$ cat config.mk
export PLATFORM = sky130hd
export DESIGN_NAME = radio_ctrl_top
export DESIGN_NICKNAME = d
export VERILOG_FILES = /design/src/radio_pkg.sv /design/src/reg_bus_if.sv /design/src/radio_ctrl_top.sv /design/src/io_ctrl.sv /design/src/sys_ctrl.sv /design/src/reg_readback.sv /design/src/spi_slave.sv
export VERILOG_INCLUDE_DIRS = /design/src
export SDC_FILE = /design/constraint.sdc
export NUM_CORES = 1
export LEC_CHECK = 0
export BUFFER_PORTS_ARGS = -buffer_cell sky130_fd_sc_hd__buf_4
export CAP_MARGIN = 20
export CORE_MARGIN = 2
export CORE_UTILIZATION = 25
export CTS_CLUSTER_DIAMETER = 200
export DETAILED_ROUTE_END_ITERATION = 6
export GPL_ROUTABILITY_DRIVEN = 0
export GPL_TIMING_DRIVEN = 0
export HOLD_SLACK_MARGIN = 0.02
export SLEW_MARGIN = 20
export SYNTH_ARGS = -nofsm -noshare
export SYNTH_HDL_FRONTEND = slang
export SYNTH_SLANG_ARGS = --single-unit
$ cat constraint.sdc
create_clock -name i_glob_clock -period 3.3 [get_ports i_glob_clock]
set_clock_uncertainty 0.2 [all_clocks]
set_input_delay 0.33 -clock i_glob_clock [delete_from_list [all_inputs] [get_ports i_glob_clock]]
set_output_delay 0.33 -clock i_glob_clock [all_outputs]
set_load 0.05 [all_outputs]
$ cat src/radio_params.svh
`ifndef RADIO_PARAMS_SVH
`define RADIO_PARAMS_SVH

// Register bus geometry
`define RB_IOC_W    5   // Register address within a peer
`define RB_DATA_W   8   // One data byte per frame
`define RB_SEL_W    2   // Peer select field of the command
`define RB_NUM_SEL  4   // One-hot chip selects

// Peer select codes
`define SEL_SYS     0
`define SEL_IO      1

// Fixed read-only values
`define SYS_VERSION       8'h01
`define SYS_BOARD_ID      8'h5C
`define RB_RESERVED_DATA  8'hA5  // Returned by the unused selects

// Input sampling
`define SYNC_STAGES 2   // Flops per asynchronous input
`define SPI_BITS    8   // Bits in one SPI byte

`endif
$ cat src/radio_pkg.sv
`default_nettype none

`include "radio_params.svh"

package radio_pkg;

  // ====================
  // SPI command byte
  // ====================
  // Bit 7 first on the wire, then the select, then the address
  typedef struct packed {
    logic                 write;  // 1 = write, 0 = read
    logic [`RB_SEL_W-1:0] sel;    // Peer select
    logic [`RB_IOC_W-1:0] ioc;    // Register address
  } reg_cmd_t;

  // ====================
  // RF path
  // ====================
  // Codes 6 and 7 fall back to low power in the decoder
  typedef enum logic [2:0] {
    RF_LOW_POWER  = 3'd0,
    RF_BYPASS     = 3'd1,
    RF_RX_LOWPASS = 3'd2,
    RF_RX_HIPASS  = 3'd3,
    RF_TX_LOWPASS = 3'd4,
    RF_TX_HIPASS  = 3'd5
  } rf_mode_t;

  // Front-end switch, LNA and mixer controls
  typedef struct packed {
    logic rx_h_tx_l;    // T/R switch, high for receive
    logic rx_h_tx_l_b;  // Complement of rx_h_tx_l
    logic tr_vc1;       // Filter switch control 1
    logic tr_vc1_b;     // Complement of tr_vc1
    logic tr_vc2;       // Filter switch control 2
    logic shdn_rx_lna;  // RX LNA shutdown
    logic shdn_tx_lna;  // TX LNA shutdown
    logic mixer_en;
  } rf_ctrl_t;

endpackage

`default_nettype wire

$ cat src/reg_bus_if.sv
`default_nettype none

`include "radio_params.svh"

// Shared register bus between the SPI slave and the peers
interface reg_bus_if;

  logic [`RB_IOC_W-1:0]   ioc;    // Register address, valid with cs
  logic [`RB_DATA_W-1:0]  wdata;  // Write data, valid with load
  logic [`RB_NUM_SEL-1:0] cs;     // One-hot peer select
  logic                   fetch;  // Read strobe, one cycle
  logic                   load;   // Write strobe, one cycle
  logic [`RB_DATA_W-1:0]  rdata;  // Registered read data of the selected peer

  // SPI slave side
  modport master (output ioc, wdata, cs, fetch, load, input rdata);

  // Register peers
  modport peer (input ioc, wdata, cs, fetch, load);

  // Readback selector
  modport sel (input cs, output rdata);

endinterface

`default_nettype wire

$ cat src/radio_ctrl_top.sv
`default_nettype none

`include "radio_params.svh"

module radio_ctrl_top (
  input  logic       i_glob_clock,
  input  logic       i_rst_b,

  // SPI from the microcontroller
  input  logic       i_sck,
  input  logic       i_ss,
  input  logic       i_mosi,
  output logic       o_miso,

  // Board inputs
  input  logic       i_button,
  input  logic [3:0] i_config,

  // RF front-end
  output logic       o_rx_h_tx_l,
  output logic       o_rx_h_tx_l_b,
  output logic       o_tr_vc1,
  output logic       o_tr_vc1_b,
  output logic       o_tr_vc2,
  output logic       o_shdn_rx_lna,
  output logic       o_shdn_tx_lna,
  output logic       o_mixer_en,

  output logic       o_led0,
  output logic       o_led1,
  output logic [3:0] o_tx_sample_gap
);

  logic [`RB_DATA_W-1:0] sys_rdata;
  logic [`RB_DATA_W-1:0] io_rdata;
  radio_pkg::rf_ctrl_t   rf;

  // ====================
  // Register bus
  // ====================
  reg_bus_if bus0 ();

  spi_slave spi_slave0 (
    .i_glob_clock (i_glob_clock),
    .i_rst_b      (i_rst_b),
    .i_sck        (i_sck),
    .i_ss         (i_ss),
    .i_mosi       (i_mosi),
    .o_miso       (o_miso),
    .bus          (bus0.master)
  );

  reg_readback reg_readback0 (
    .i_glob_clock (i_glob_clock),
    .i_rst_b      (i_rst_b),
    .i_sys_rdata  (sys_rdata),
    .i_io_rdata   (io_rdata),
    .bus          (bus0.sel)
  );

  // ====================
  // Peers
  // ====================
  sys_ctrl sys_ctrl0 (
    .i_glob_clock    (i_glob_clock),
    .i_rst_b         (i_rst_b),
    .bus             (bus0.peer),
    .o_rdata         (sys_rdata),
    .o_tx_sample_gap (o_tx_sample_gap)
  );

  io_ctrl io_ctrl0 (
    .i_glob_clock (i_glob_clock),
    .i_rst_b      (i_rst_b),
    .i_button     (i_button),
    .i_config     (i_config),
    .bus          (bus0.peer),
    .o_rdata      (io_rdata),
    .o_rf         (rf),
    .o_led0       (o_led0),
    .o_led1       (o_led1)
  );

  // RF control fields out to the pins
  assign o_rx_h_tx_l   = rf.rx_h_tx_l;
  assign o_rx_h_tx_l_b = rf.rx_h_tx_l_b;
  assign o_tr_vc1      = rf.tr_vc1;
  assign o_tr_vc1_b    = rf.tr_vc1_b;
  assign o_tr_vc2      = rf.tr_vc2;
  assign o_shdn_rx_lna = rf.shdn_rx_lna;
  assign o_shdn_tx_lna = rf.shdn_tx_lna;
  assign o_mixer_en    = rf.mixer_en;

endmodule

`default_nettype wire

$ cat src/io_ctrl.sv
`default_nettype none

`include "radio_params.svh"

module io_ctrl (
  input  logic                  i_glob_clock,
  input  logic                  i_rst_b,
  input  logic                  i_button,
  input  logic [3:0]            i_config,
  reg_bus_if.peer               bus,
  output logic [`RB_DATA_W-1:0] o_rdata,
  output radio_pkg::rf_ctrl_t   o_rf,
  output logic                  o_led0,
  output logic                  o_led1
);

  // Register map
  localparam logic [`RB_IOC_W-1:0] IOC_RF_MODE = `RB_IOC_W'(1);
  localparam logic [`RB_IOC_W-1:0] IOC_LED     = `RB_IOC_W'(2);
  localparam logic [`RB_IOC_W-1:0] IOC_INPUTS  = `RB_IOC_W'(3);

  logic                          sel;
  radio_pkg::rf_mode_t           rf_mode_q;
  radio_pkg::rf_ctrl_t           rf_q;
  logic [1:0]                    led_q;
  logic [`SYNC_STAGES-1:0][4:0]  in_sync;  // {button, config} per stage
  logic [4:0]                    in_s;

  // Mode to switch pattern in rf_ctrl_t field order
  function automatic radio_pkg::rf_ctrl_t rf_decode(input radio_pkg::rf_mode_t mode);
    logic [7:0] pat;  // rx, rx_b, vc1, vc1_b, vc2, shdn_rx, shdn_tx, mixer
    case (mode)
      radio_pkg::RF_BYPASS:     pat = 8'b1001_0110;
      radio_pkg::RF_RX_LOWPASS: pat = 8'b1010_0011;
      radio_pkg::RF_RX_HIPASS:  pat = 8'b1001_1011;
      radio_pkg::RF_TX_LOWPASS: pat = 8'b0110_0101;
      radio_pkg::RF_TX_HIPASS:  pat = 8'b0101_1101;
      default:                  pat = 8'b1010_1110;  // Low power, also codes 6 and 7
    endcase
    return radio_pkg::rf_ctrl_t'(pat);
  endfunction

  assign sel = bus.cs[`SEL_IO];

  // ====================
  // Input synchronizers
  // ====================
  always_ff @(posedge i_glob_clock) begin
    in_sync <= {in_sync[`SYNC_STAGES-2:0], {i_button, i_config}};
  end

  assign in_s = in_sync[`SYNC_STAGES-1];

  // ====================
  // Registers
  // ====================
  always_ff @(posedge i_glob_clock) begin
    if (!i_rst_b) begin
      rf_mode_q <= radio_pkg::RF_LOW_POWER;
      rf_q      <= rf_decode(radio_pkg::RF_LOW_POWER);
      led_q     <= '0;
    end else begin
      if (bus.load && sel) begin
        case (bus.ioc)
          IOC_RF_MODE: rf_mode_q <= radio_pkg::rf_mode_t'(bus.wdata[2:0]);  // Any code kept
          IOC_LED:     led_q     <= bus.wdata[1:0];
          default:     ;  // Inputs are read only
        endcase
      end
      rf_q <= rf_decode(rf_mode_q);  // One cycle behind the mode
    end
  end

  // Read path
  always_ff @(posedge i_glob_clock) begin
    if (bus.fetch && sel) begin
      case (bus.ioc)
        IOC_RF_MODE: o_rdata <= {{(`RB_DATA_W - 3){1'b0}}, rf_mode_q};
        IOC_LED:     o_rdata <= {{(`RB_DATA_W - 2){1'b0}}, led_q};
        IOC_INPUTS:  o_rdata <= {{(`RB_DATA_W - 5){1'b0}}, in_s};  // Button in bit 4
        default:     o_rdata <= '0;
      endcase
    end
  end

  assign o_rf   = rf_q;
  assign o_led0 = led_q[0];
  assign o_led1 = led_q[1];

  // Switch drivers must never see equal levels on a pair
  a_rf_pairs : assert property (@(posedge i_glob_clock) disable iff (!i_rst_b)
    (o_rf.rx_h_tx_l != o_rf.rx_h_tx_l_b) && (o_rf.tr_vc1 != o_rf.tr_vc1_b));

endmodule

`default_nettype wire

$ cat src/sys_ctrl.sv
`default_nettype none

`include "radio_params.svh"

module sys_ctrl (
  input  logic                  i_glob_clock,
  input  logic                  i_rst_b,
  reg_bus_if.peer               bus,
  output logic [`RB_DATA_W-1:0] o_rdata,
  output logic [3:0]            o_tx_sample_gap
);

  // Register map
  localparam logic [`RB_IOC_W-1:0] IOC_VERSION  = `RB_IOC_W'(0);
  localparam logic [`RB_IOC_W-1:0] IOC_BOARD_ID = `RB_IOC_W'(1);
  localparam logic [`RB_IOC_W-1:0] IOC_GAP      = `RB_IOC_W'(2);

  logic       sel;
  logic [3:0] gap_q;  // TX sample gap

  assign sel = bus.cs[`SEL_SYS];

  // ====================
  // Read path
  // ====================
  always_ff @(posedge i_glob_clock) begin
    if (bus.fetch && sel) begin
      case (bus.ioc)
        IOC_VERSION:  o_rdata <= `SYS_VERSION;
        IOC_BOARD_ID: o_rdata <= `SYS_BOARD_ID;
        IOC_GAP:      o_rdata <= {{(`RB_DATA_W - 4){1'b0}}, gap_q};  // Upper bits zero
        default:      o_rdata <= '0;                                 // Unmapped
      endcase
    end
  end

  // ====================
  // Write path
  // ====================
  always_ff @(posedge i_glob_clock) begin
    if (!i_rst_b) begin
      gap_q <= '0;
    end else if (bus.load && sel && (bus.ioc == IOC_GAP)) begin
      gap_q <= bus.wdata[3:0];  // Only the low nibble is kept
    end
  end

  assign o_tx_sample_gap = gap_q;

endmodule

`default_nettype wire

$ cat src/reg_readback.sv
`default_nettype none

`include "radio_params.svh"

module reg_readback (
  input  logic                  i_glob_clock,
  input  logic                  i_rst_b,
  input  logic [`RB_DATA_W-1:0] i_sys_rdata,
  input  logic [`RB_DATA_W-1:0] i_io_rdata,
  reg_bus_if.sel                bus
);

  logic [`RB_DATA_W-1:0] rdata_q;

  // ====================
  // Peer select mux
  // ====================
  always_ff @(posedge i_glob_clock) begin
    if (!i_rst_b) begin
      rdata_q <= '0;
    end else if (bus.cs[`SEL_SYS]) begin
      rdata_q <= i_sys_rdata;
    end else if (bus.cs[`SEL_IO]) begin
      rdata_q <= i_io_rdata;
    end else if (|bus.cs) begin
      rdata_q <= `RB_RESERVED_DATA;  // Selects with no peer behind them
    end else begin
      rdata_q <= '0;                 // Idle bus reads as zero
    end
  end

  assign bus.rdata = rdata_q;

  // The SPI slave must never raise two selects at once
  a_cs_onehot : assert property (@(posedge i_glob_clock) disable iff (!i_rst_b)
    $onehot0(bus.cs));

endmodule

`default_nettype wire

$ cat src/spi_slave.sv
`default_nettype none

`include "radio_params.svh"

module spi_slave (
  input  logic      i_glob_clock,
  input  logic      i_rst_b,
  input  logic      i_sck,
  input  logic      i_ss,
  input  logic      i_mosi,
  output logic      o_miso,
  reg_bus_if.master bus
);

  localparam int CNT_W = $clog2(2 * `SPI_BITS);  // Spans both bytes of a frame

  logic [`SYNC_STAGES-1:0] sck_sync;
  logic [`SYNC_STAGES-1:0] ss_sync;
  logic [`SYNC_STAGES-1:0] mosi_sync;
  logic                    sck_d;      // Synchronized SCK, one cycle late
  logic                    sck_s;
  logic                    ss_s;
  logic                    mosi_s;
  logic                    sck_rise;
  logic                    sck_fall;

  logic [CNT_W-1:0]        bit_cnt;
  logic [`SPI_BITS-1:0]    rx_shift;
  logic [`SPI_BITS-1:0]    rx_byte;    // Shift register with the bit being sampled
  radio_pkg::reg_cmd_t     cmd_next;
  radio_pkg::reg_cmd_t     cmd_q;
  logic [`RB_NUM_SEL-1:0]  sel_onehot;
  logic [`RB_NUM_SEL-1:0]  cs_q;
  logic [`RB_DATA_W-1:0]   wdata_q;
  logic                    fetch_q;
  logic                    load_q;
  logic [1:0]              fetch_pipe; // Waits out peer and readback registers
  logic [`SPI_BITS-1:0]    miso_shift;
  logic                    cmd_done;
  logic                    data_done;

  // ====================
  // Synchronizers
  // ====================
  always_ff @(posedge i_glob_clock) begin
    if (!i_rst_b) begin
      sck_sync <= '0;
      ss_sync  <= '1;  // Start deselected
      sck_d    <= 1'b0;
    end else begin
      sck_sync <= {sck_sync[`SYNC_STAGES-2:0], i_sck};
      ss_sync  <= {ss_sync[`SYNC_STAGES-2:0], i_ss};
      sck_d    <= sck_s;
    end
  end

  // Same depth as SCK so data and clock stay aligned
  always_ff @(posedge i_glob_clock) begin
    mosi_sync <= {mosi_sync[`SYNC_STAGES-2:0], i_mosi};
  end

  assign sck_s    = sck_sync[`SYNC_STAGES-1];
  assign ss_s     = ss_sync[`SYNC_STAGES-1];
  assign mosi_s   = mosi_sync[`SYNC_STAGES-1];
  assign sck_rise = sck_s & ~sck_d & ~ss_s;  // Only inside a frame
  assign sck_fall = ~sck_s & sck_d & ~ss_s;

  // ====================
  // Frame decode
  // ====================
  assign rx_byte   = {rx_shift[`SPI_BITS-2:0], mosi_s};
  assign cmd_done  = sck_rise && (bit_cnt == CNT_W'(`SPI_BITS - 1));      // 8th rise
  assign data_done = sck_rise && (bit_cnt == CNT_W'(2 * `SPI_BITS - 1));  // 16th rise

  always_comb begin
    cmd_next               = radio_pkg::reg_cmd_t'(rx_byte);
    sel_onehot             = '0;
    sel_onehot[cmd_next.sel] = 1'b1;
  end

  // Control state
  always_ff @(posedge i_glob_clock) begin
    if (!i_rst_b) begin
      bit_cnt    <= '0;
      cs_q       <= '0;
      fetch_q    <= 1'b0;
      load_q     <= 1'b0;
      fetch_pipe <= '0;
      miso_shift <= '0;
    end else begin
      fetch_q    <= cmd_done;
      load_q     <= data_done && cmd_q.write;  // Reads never strobe load
      fetch_pipe <= {fetch_pipe[0], fetch_q};
      if (ss_s) begin
        bit_cnt <= '0;  // Frame over
        cs_q    <= '0;
      end else if (sck_rise) begin
        bit_cnt <= bit_cnt + 1'b1;  // Wraps after the 16th bit
        if (cmd_done) begin
          cs_q <= sel_onehot;
        end
      end
      // Read byte arrives four cycles after the command
      if (fetch_pipe[1]) begin
        miso_shift <= bus.rdata;
      end else if (sck_fall && (bit_cnt > CNT_W'(`SPI_BITS))) begin
        miso_shift <= {miso_shift[`SPI_BITS-2:0], 1'b0};  // Next bit on falling SCK
      end
    end
  end

  // Payload registers
  always_ff @(posedge i_glob_clock) begin
    if (sck_rise) begin
      rx_shift <= rx_byte;  // MSB first
    end
    if (cmd_done) begin
      cmd_q <= cmd_next;
    end
    if (data_done && cmd_q.write) begin
      wdata_q <= rx_byte;
    end
  end

  // ====================
  // Bus and MISO
  // ====================
  assign bus.ioc   = cmd_q.ioc;
  assign bus.cs    = cs_q;
  assign bus.wdata = wdata_q;
  assign bus.fetch = fetch_q;
  assign bus.load  = load_q;

  assign o_miso = miso_shift[`SPI_BITS-1] & ~ss_s;  // Low when deselected

  // Strobes belong to different bytes of a frame
  a_fetch_load_excl : assert property (@(posedge i_glob_clock) disable iff (!i_rst_b)
    !(fetch_q && load_q));

endmodule

`default_nettype wire

; ---- Yosys cells after proc, flatten, opt, wreduce, memory -nomap -nowiden
; Cells that the tools add are included.
[op_classes]
add_sub_neg = 1
reduce_logical = 17
n_bitwise = 9
n_eq_ne = 10
magnitude_cmp = 3
muxes = 10
[op_table]
columns = cell, n
row1 = 8-bit two-way mux, 5
row2 = 8-bit case mux with 5 select lines, 1
row3 = 7-bit case mux with 3 select lines, 1
row4 = 5-bit case mux with 3 select lines, 1
row5 = "5-bit by 2-bit equality test with 1-bit output, second input constant", 2
row6 = 1-bit logical AND, 10
row7 = "3-bit by 2-bit equality test with 1-bit output, second input constant", 2
row8 = "3-bit equality test, second input constant", 2
row9 = 2-bit AND reduction, 3
row10 = 1-bit AND, 5
row11 = "5-bit by 1-bit equality test with 1-bit output, second input constant", 1
row12 = 5-bit logical NOT, 1
row13 = "4-bit by 1-bit adder with 4-bit output, second input constant", 1
row14 = "4-bit by 3-bit equality test with 1-bit output, second input constant", 1
row15 = "4-bit equality test, second input constant", 1
row16 = "4-bit greater-than comparator, second input constant", 1
row17 = 1-bit NOT, 4
row18 = 4-bit OR reduction, 1
row19 = "3-bit by 1-bit equality test with 1-bit output, second input constant", 1
row20 = "2-bit by 3-bit < comparator with 1-bit output, second input constant", 1
row21 = 1-bit demux with 2-bit select, 1
row22 = "2-bit by 1-bit greater-or-equal comparator with 1-bit output, second input constant", 1
row23 = 2-bit nonzero test, 1
row24 = 2-bit OR reduction, 1
row25 = 1-bit two-way mux, 1
[word_totals]
ff_bits = 95
input_bits = 10
elab_cells = 80
output_inout_bits = 15

; ---- Logic depth before layout (Yosys ltp)
; Gate-level depths: netlist of run 1.
[logic_depth]
ltp_word = 6
ltp_mapped = 5
ltp_nobuf = 5

; ---- Cells and area by module
; Synthesis of run 1 repeated with hierarchy kept, for this count alone.
[unflattened]
cells_unflattened = 298
hier_area_um2 = 3542.1
[by_module_without_submodules]
columns = mod, cells_per_inst, area_per_inst_um2, instances
row1 = spi_slave, 139, 1764.2, 1
row2 = io_ctrl, 86, 979.7, 1
row3 = sys_ctrl, 37, 426.7, 1
row4 = reg_readback, 36, 371.6, 1

; ---- Worst setup path before layout of run 1
; Ideal clock, no wire load.
[synth_timing]
path_kind = flip-flop to output port
from = register spi_slave0.ss_sync[1]
to = output o_miso
path_buffers = 1
arrival_ns = 1.180
path_slack_ns = 1.590
stages_incl_launch_ff = 3
t_required_ns = 2.770
path_cell_list = dfxtp_1 > clkbuf_1 > nor2b_1
[synth_via]
elab_chain_cells = 2
[synth_rtl]
columns = element, line_no
row1 = "start, declared", spi_slave.sv:18  ; logic [`SYNC_STAGES-1:0] ss_sync;
row2 = "start signal, assigned", spi_slave.sv:52  ; ss_sync <= {ss_sync[`SYNC_STAGES-2:0], i_ss};
row3 = 1-bit NOT, spi_slave.sv:134  ; assign o_miso = miso_shift[`SPI_BITS-1] & ~ss_s;
row4 = 1-bit AND, spi_slave.sv:134
row5 = "end, declared", radio_ctrl_top.sv:13  ; output logic o_miso,
; Every way passes these cells.

; ---- Worst setup path after layout of run 1
[layout_timing]
from = register spi_slave0.bit_cnt[0]
to = register spi_slave0.cmd_q (netlist bit spi_slave0.bus.ioc[3]) (enable)
[layout_via]
elab_chain_cells = 2
[layout_rtl]
columns = element, line_no
row1 = "start, declared", spi_slave.sv:27  ; logic [CNT_W-1:0] bit_cnt;
row2 = "start signal, assigned", spi_slave.sv:98  ; bit_cnt <= bit_cnt + 1'b1;
row3 = 4-bit by 3-bit equality test with 1-bit output, spi_slave.sv:72  ; assign cmd_done = sck_rise && (bit_cnt == CNT_W'(`SPI_BITS - 1));
row4 = 1-bit logical AND, spi_slave.sv:72
row5 = named net spi_slave0.cmd_done, spi_slave.sv:39  ; logic cmd_done;
row6 = "end signal, assigned", spi_slave.sv:118  ; cmd_q <= cmd_next;
row7 = "end, declared", spi_slave.sv:31  ; radio_pkg::reg_cmd_t cmd_q;
; The timed path passes the listed nets, and every way through them passes these cells.
; A chain may end at the register's enable or synchronous reset.

==> results of run 1 <==
==> cell type report <==
class                      instances  area, um2  area share, %
multi-input combinational        156        967           25.4
sequential                        87       2010           52.8
clock buffer                      11        254           6.66
inverter                           9       33.8          0.886
timing repair buffer              32        260           6.83
tap                              147        184           4.83
buffer                            15       70.1           1.84
clock inverter                     5       30.0          0.788
==> sequential cells by signal, summed over array words and instances, names as in the netlist, 3 cells and up <==
register	flops
spi_slave0.miso_shift	8
io_ctrl0.o_rf	7
reg_readback0.bus.rdata	7
spi_slave0.rx_shift	7
io_ctrl0.in_s	5
io_ctrl0.in_sync	5
io_ctrl0.o_rdata	5
spi_slave0.bus.ioc	5
sys_ctrl0.o_rdata	5
spi_slave0.bit_cnt	4
spi_slave0.bus.cs	4
spi_slave0.bus.wdata	4
sys_ctrl0.o_tx_sample_gap	4
io_ctrl0.rf_mode_q	3
==> metal layers <==
metal / routed length [um] / track usage (%)
met1: 2860 / 11.8
met4: 135 / 4.50
met5: 0 / 0
met3: 200 / 3.16
met2: 2790 / 15.3
==> cells in the mapped netlist, types with 2 or more instances <==
library cell,instances,area [um2]
a21oi_1,22,110
a22oi_1,7,52.6
a31o_2,2,17.5
a31oi_1,7,43.8
and2_1,9,56.3
and3_1,3,18.8
buf_2,2,10.0
clkbuf_1,10,37.5
dfxtp_1,60,1200
edfxtp_1,27,811
ha_1,2,25.0
inv_1,7,26.3
inv_2,2,7.51
mux2_2,2,22.5
mux2i_1,4,40.0
nand2_1,14,52.6
nand2b_1,5,31.3
nand3_1,5,25.0
nand4_1,4,25.0
nand4b_1,3,26.3
nand4bb_1,2,22.5
nor2_1,11,41.3
nor2b_1,5,31.3
nor3_1,3,15.0
nor4bb_1,2,20.0
o211ai_1,2,15.0
o21ai_0,24,120
o31ai_1,3,22.5
or4_1,3,22.5
==> stage by stage <==
step	hold WS (ps)	total power (W)	util, %	area (um2)
final	128	0.00211	31.7	3810
after global routing	134	0.00216	31.7	3810
after CTS	124	0.00212	31.7	3810
after detailed placement	112	0.00117	28.7	3450
after global placement	114	0.00116	28.7	3450
after floorplan	110	0.00115	-	3080
==> layout by cell type (no fill, tap or decap), types with 2 or more instances in the layout <==
master	n
dfxtp_1	60
nor3_1	3
a31o_2	2
o31ai_1	3
nor2b_1	5
edfxtp_1	27
nor4bb_1	2
nand4_1	4
mux2i_1	4
clkbuf_1	11
nand4bb_1	2
o21ai_0	24
dlygate4sd3_1	8
o211ai_1	2
buf_2	2
clkbuf_16	10
or4_1	3
a21oi_1	22
nand4b_1	3
a22oi_1	7
nand2_1	14
a31oi_1	7
clkinv_2	3
and3_1	3
inv_2	2
and2_1	9
mux2_2	2
inv_1	7
nand3_1	5
buf_4	25
nand2b_1	5
ha_1	2
nor2_1	11
==> power by group <==
group / switching [W] / internal, W
clock network: 0.000403 / 0.000553
logic: 0.0000185 / 0.0000189
registers: 0.00000397 / 0.00111
total: 0.000426 / 0.00168
==> logic make-up after synthesis <==
family	Yosys count	share of synthesized area, %
flip-flops	87	65.3
AND/OR/NAND/NOR	78	15.3
AO/OA/AOI/OAI	68	12.6
buffers and inverters	24	3.37
multiplexers	6	2.03
XOR/XNOR	2	0.568
adder cells (fa/ha/maj)	2	0.812
==> worst max-delay path by stage <==
| stage | depth (start not counted) | endpoint | start | slack (ps) |
|---|---|---|---|---|
| floorplan | 2 | o_miso | spi_slave0.ss_sync[1] | 1590 |
| global placement | 3 | spi_slave0.bus.ioc[0] | spi_slave0.bit_cnt[0] | 1360 |
| detailed placement | 3 | spi_slave0.bus.ioc[0] | spi_slave0.bit_cnt[0] | 1350 |
| CTS | 3 | spi_slave0.bus.ioc[1] | spi_slave0.bit_cnt[1] | 1340 |
| global route | 3 | spi_slave0.bus.wdata[3] | spi_slave0.sck_sync[1] | 1220 |
| finish | 3 | spi_slave0.bus.ioc[3] | spi_slave0.bit_cnt[0] | 1340 |
==> tightest hold or removal path, cell delays in order <==
cell and delay [ps]:
buf_4 140, inv_2 90, nor3_1 60
==> what timing repair did <==
action	4_1_cts	5_1_grt
endpoints found under the setup margin	0	0
hold buffers	8	0
hold endpoints to repair	8	0
==> results.toml, run 1 <==
[timing]
final_max_slew_viol_count = 0
hold_viol = 0
rsz0062_at_grt = "no"
worst_pin_slew_ps = 640
period_share_pct = 59.4
min_period_ps = 1960
worst_slack_ps = 1340
fin_setup_tns_ps = 0
slew_headroom_pct = 57.2
fmaxAchievable_mhz = 510
setup_viol = 0

[yosys]
async_flop_share_pct = 0
synth_nets = 279
yosys_warnings = 0
synth_edf_count = 27
synth_cell_types = 44
synthCells = 267
synth_area_per_cell_um2 = 11.5
netlist_area_um2 = 3080
ys_seq_elements = 87
yosys_most_used_dff = "dfxtp_1"
synth.yosys.seq_area_share_pct = 65.3

[floorplan]
coreArea_um2 = 12000
num_io_pins = 25
rows = 40
die_w_um = 115
start_util_pct = 25.7
die_area_um2 = 13200
die_h_um = 115

[placement]
place_inst = 438
dp_hpwl_mm = 4.26
io_buffers = 24
dp_slack_ps = 1350

[drt]
routed_via_density = 4.53
vias = 2092
drt_pass1_iterations = 5
drt-total-wl_mm = 5.99
drt.antenna.violating_nets = 0
drc_errors = 0
routedWlPerCell_um = 13.0
drt_iter0_markers = 110

[power_and_ir_drop]
ir_worst_vdd_mv = 0.264
leakagePower_nw = 1.34
powerDensity_nw_per_um2 = 553

[global_route]
antenna_found_initial = 0
grt_max_degree = 15
grt_pass1_wl_mm = 10.0
grt_use_total_pct = 9.62
grt_pass1_vias = 2140
grt_overflow = 0

[cts]
cts_resized = 0
cts_tree = "built"
htreeDepth = 3
clk_latency_ps = 340
cts_sinks = 87
ctsRootBufferMaster = "clkbuf_16"
cts_setup_buffers = 0
numCtsBuffers = 9
clock_path_buffers = 2
cts.clk_slew.worst_paths_ps = 60

[finish]
fillers = 1215
drive_gt1_share_pct = 16.8
area_delta_synth_final_pct = 23.6
fin_cells = 462
num-nets-final = 322
diodes = 0

[worst_setup_path]
crit_fanout = 7
crit_type = "reg -> reg"
regToRegSetupSlack_ps = 1340
cp_data_required_time_ps = 3070
reg2reg_depth = 3
cp.arrival_ps = 1730
crit_chain = "ha_1, nand4bb_1, nor2_1"
rr_startpoint = "spi_slave0.bit_cnt[0]"
cp-end-kind = "flop"
critPathMaxStageDelay_ps = 530
cp-start-kind = "flop"
cpMaxStageDelayCell = "nor2_1"
reg2reg_to = "spi_slave0.bus.ioc[3]"
path_delay_family = "simple AND/OR/NAND/NOR gates"
worstPathBufferInverterCount = 0

[hold_path]
whs_path_depth = 3
min-delay-start = "i_rst_b"
hold_end = "spi_slave0.bus.fetch"
hp-class = "in -> reg"

[status]
outcome = "finished clean"

[run]
cap_violations = 0
(Power assumes the default switching activity.)
==> run 2, diff against run 1 <==
==> constraint.sdc (replaced) <==
create_clock -name i_glob_clock -period 2 [get_ports i_glob_clock]
set_clock_uncertainty 0.2 [all_clocks]
set_input_delay 0.2 -clock i_glob_clock [delete_from_list [all_inputs] [get_ports i_glob_clock]]
set_output_delay 0.2 -clock i_glob_clock [all_outputs]
set_load 0.05 [all_outputs]
==> results.toml, run 2 (synthesized netlist as in run 1, its figures left out) <==
[status]
outcome = "finished clean"

[hold_path]
min-delay-start = "io_ctrl0.in_sync[1]"
hp-class = "reg -> reg"

[finish]
fillers = 1214
area_delta_synth_final_pct = 24.3
diodes = 0
num-nets-final = 323
final_util_pct = 31.9
final_cell_mix = "60 x dfxtp_1, 27 x edfxtp_1, 25 x buf_4, 24 x o21ai_0, 22 x a21oi_1"
largest_reg_flops = 8
fin_area_um2 = 3830
final_common_cell = "dfxtp_1"
largest_register = "spi_slave0.miso_shift"
drive_gt1_share_pct = 17.7

[timing]
min_period_ps = 1800
slew_headroom_pct = 61.8
worst_pin_slew_ps = 568
fmaxAchievable_mhz = 557
rsz0062_at_grt = "no"
final_max_slew_viol_count = 0
hold_viol = 0
period_share_pct = 89.8
holdWs_ps = 128
setup_viol = 0
fin_setup_tns_ps = 0

[placement]
io_buffers = 24
dp_hpwl_mm = 4.26
place_area_um2 = 3450

[drt]
routed_via_density = 4.53
drt.antenna.violating_nets = 0
drt-total-wl_mm = 5.98
drt_pass1_iterations = 4
drc_errors = 0
vias = 2098
routedWlPerCell_um = 12.9
drt_iter0_markers = 124

[power_and_ir_drop]
clkPwrFrac_pct = 45.4
powerDensity_nw_per_um2 = 907
switching_share_pct = 20.2
ir_worst_vdd_mv = 0.436
comb_power_share_pct = 1.8
internal_power_w = 0.00277
p_seq_share_pct = 52.8
leakagePower_nw = 1.34
total_power_w = 0.00348
netSwitchingPower_w = 0.000702

[worst_setup_path]
cp.arrival_ps = 1600
rr_startpoint = "spi_slave0.bit_cnt[0]"
cp_data_required_time_ps = 1800
crit_fanout = 7
critPathLaunch = "spi_slave0.bit_cnt[0]"
crit_type = "reg -> reg"
cp-end-kind = "flop"
cp-start-kind = "flop"

[global_route]
grt_use_total_pct = 9.63
grt_pass1_vias = 2143
grt_overflow = 0
antenna_found_initial = 0
grt_pass1_wl_mm = 10.0
grt_max_degree = 15

[cts]
cts.clk_slew.worst_paths_ps = 60
cts_sinks = 87
htreeDepth = 3
cts_tree = "built"
numCtsBuffers = 9
clk_latency_ps = 340
clock_path_buffers = 2
ctsRootBufferMaster = "clkbuf_16"
cts_setup_buffers = 0

[floorplan]
start_util_pct = 25.7
die_h_um = 115
num_io_pins = 25
die_w_um = 115
coreArea_um2 = 12000
rows = 40
die_area_um2 = 13200

[run]
cap_violations = 0
[run 2: layer usage]
| metal | wire length, um | vias to the layer above | GRT usage [%] |
|---|---|---|---|
| li1 | - | 1057 | - |
| met1 | 2840 | 997 | 11.8 |
| met2 | 2800 | 31 | 15.3 |
| met3 | 200 | 13 | 3.16 |
| met4 | 140 | 0 | 4.50 |
| met5 | 0 | - | 0 |
[run 2: cell type report]
cell class,count,area (um2),area share (%)
multi-input combinational,156,977,25.5
clock inverter,5,30.0,0.784
tap,147,184,4.80
timing repair buffer,33,270,7.05
buffer,15,70.1,1.83
clock buffer,11,254,6.63
inverter,9,33.8,0.882
sequential,87,2010,52.5
[run 2: worst max-delay path, stage by stage, from the launching register on]
cell       delay (ps)
dfxtp_1           370
ha_1              220
nand4bb_1         280
nor2_2            380
[run 2: power by group through the flow]
stage	logic, W	registers [W]	clock network, W
2_1_floorplan	0.0000252	0.00187	0
3_3_place_gp	0.0000488	0.00187	0
3_5_place_dp	0.0000498	0.00187	0
4_1_cts	0.0000639	0.00183	0.00161
5_1_grt	0.0000716	0.00184	0.00166
6_report	0.0000638	0.00183	0.00158
[run 2: path summary, 6_finish.rpt]
kind                           endpoint  slack, ps  depth (start not counted)
hold / removal         io_ctrl0.in_s[1]        130                          0
setup reg to reg  spi_slave0.bus.ioc[3]        200                          3
hold reg to reg        io_ctrl0.in_s[1]        130                          0
setup / recovery  spi_slave0.bus.ioc[3]        200                          3
[run 2: through the flow]
step	instances	setup slack, ps
4_1_cts	463	37.0
5_1_grt	463	92.3
6_report	463	204
2_1_floorplan	267	345
3_3_place_gp	438	59.3
3_5_place_dp	438	46.6
[run 2: what timing repair did]
| action | in CTS | in global routing |
|---|---|---|
| hold endpoints to repair | 13 | 0 |
| setup endpoints to repair | 0 | 17 |
| resized for setup | 0 | 3 |
| hold buffers | 9 | 0 |
==> run 3, diff against run 2 <==
--- a/config.mk
+++ b/config.mk
@@ -6,14 +6,13 @@
 export SDC_FILE = /design/constraint.sdc
 export NUM_CORES = 1
 export LEC_CHECK = 0
-export BUFFER_PORTS_ARGS = -buffer_cell sky130_fd_sc_hd__buf_4
+export BUFFER_PORTS_ARGS = -buffer_cell sky130_fd_sc_hd__buf_2
 export CAP_MARGIN = 20
 export CORE_MARGIN = 2
 export CORE_UTILIZATION = 25
 export CTS_CLUSTER_DIAMETER = 200
 export DETAILED_ROUTE_END_ITERATION = 6
 export GPL_ROUTABILITY_DRIVEN = 0
-export GPL_TIMING_DRIVEN = 0
 export HOLD_SLACK_MARGIN = 0.02
 export SLEW_MARGIN = 20
 export SYNTH_ARGS = -nofsm -noshare
==> results.toml, run 3 (synthesized netlist as in run 1, its figures left out) <==
[status]
outcome = "finished clean"

[finish]
drive_gt1_share_pct = 18.2
area_delta_synth_final_pct = 22.2
diodes = 0
final_cell_mix = "60 x dfxtp_1, 27 x edfxtp_1, 24 x o21ai_0, 24 x buf_2, 22 x a21oi_1"
final_common_cell = "dfxtp_1"
num-nets-final = 314
fin_cells = 454
largest_reg_flops = 8
largest_register = "spi_slave0.miso_shift"

[power_and_ir_drop]
total_power_w = 0.00361
ir_worst_vdd_mv = 0.506
powerDensity_nw_per_um2 = 959
leakagePower_nw = 1.33

[timing]
hold_viol = 0
fin_setup_tns_ps = 0
slew_headroom_pct = 67.0
period_share_pct = 88.2
min_period_ps = 1760
setup_viol = 0
fmaxAchievable_mhz = 567
worst_pin_slew_ps = 491
final_max_slew_viol_count = 0
rsz0062_at_grt = "no"

[global_route]
grt_overflow = 0
grt_use_total_pct = 9.49
grt_max_degree = 24
antenna_found_initial = 0
grt_pass1_wl_mm = 9.93
grt_pass1_vias = 2075

[floorplan]
die_area_um2 = 13200
start_util_pct = 25.7
num_io_pins = 25
coreArea_um2 = 12000
die_h_um = 115
die_w_um = 115
rows = 40

[drt]
drt-total-wl_mm = 5.88
vias = 2101
routed_via_density = 4.63
drt.antenna.violating_nets = 0
drc_errors = 0
drt_pass1_iterations = 4
routedWlPerCell_um = 12.9
drt_iter0_markers = 114

[worst_setup_path]
cp_data_required_time_ps = 2010
crit_fanout = 9
worstPathBufferInverterCount = 0
cp-start-kind = "flop"
crit_chain = "or4_4, o31ai_1, a21oi_1"
crit_type = "reg -> reg"
path_delay_family = "simple AND/OR/NAND/NOR gates"
critPathMaxStageDelay_ps = 580
cp-end-kind = "flop"
cpMaxStageDelayCell = "or4_4"
cp.arrival_ps = 1770

[hold_path]
hp-class = "in -> reg"

[placement]
dp_hpwl_mm = 4.15
io_buffers = 24
place_inst = 430

[run]
cap_violations = 0

[cts]
clock_path_buffers = 2
clk_latency_ps = 330
htreeDepth = 3
numCtsBuffers = 9
cts_tree = "built"
cts.clk_slew.worst_paths_ps = 70
cts_sinks = 87
cts_setup_buffers = 0
ctsRootBufferMaster = "clkbuf_16"
-- run 3: layout make-up --
cell class,instances,area [um2]
repair buffers,39,253
clock inverters,5,62.6
multi-input cells,156,967
fillers,1225,8250
clock buffers,11,254
well taps,147,184
inverters,9,33.8
flip-flops and latches,87,2010
-- run 3: through the flow --
step,util [%],area (um2),setup WS [ps],hold slack (ps)
global route,31.4,3770,151,53.4
detailed placement,28.1,3370,259,106
global placement,28.1,3370,282,105
CTS,31.4,3770,237,28.6
floorplan,-,3080,345,27.7
finish,31.4,3770,237,30.0
-- run 3: power breakdown --
group	internal, W	total (W)	switching (W)
logic	0.0000268	0.0000552	0.0000284
clock network	0.00106	0.00172	0.000667
registers	0.00183	0.00183	0.00000768
-- run 3: worst register-to-register path: stages (launching register included) --
cell and delay [ps]:
edfxtp_1 500, or4_4 580, o31ai_1 250, a21oi_1 110
-- run 3: metal layers --
layer	GRT usage (%)	wire length [um]	vias to the layer above
met2	15.1	2710	60
met1	12.5	2780	994
met5	0	0	-
met3	3.22	324	7
li1	-	-	1040
met4	2.25	55	0
-- run 3: path summary, 6_finish.rpt --
check	startpoint	endpoint	slack [ps]	cells after the start
setup reg to reg	spi_slave0.bus.ioc[0]	io_ctrl0.led_q[0]	240	3
setup / recovery	spi_slave0.bus.ioc[0]	io_ctrl0.led_q[0]	240	3
hold reg to reg	io_ctrl0.in_sync[0]	io_ctrl0.in_s[0]	130	0
hold / removal	i_rst_b	reg_readback0.bus.rdata[4]	30	3
-- run 3: repair_timing --
item / in CTS / in global routing
setup endpoints to repair: 0 / 0
hold buffers: 8 / 0
hold endpoints to repair: 8 / 0
gates resized for setup: 0 / 0
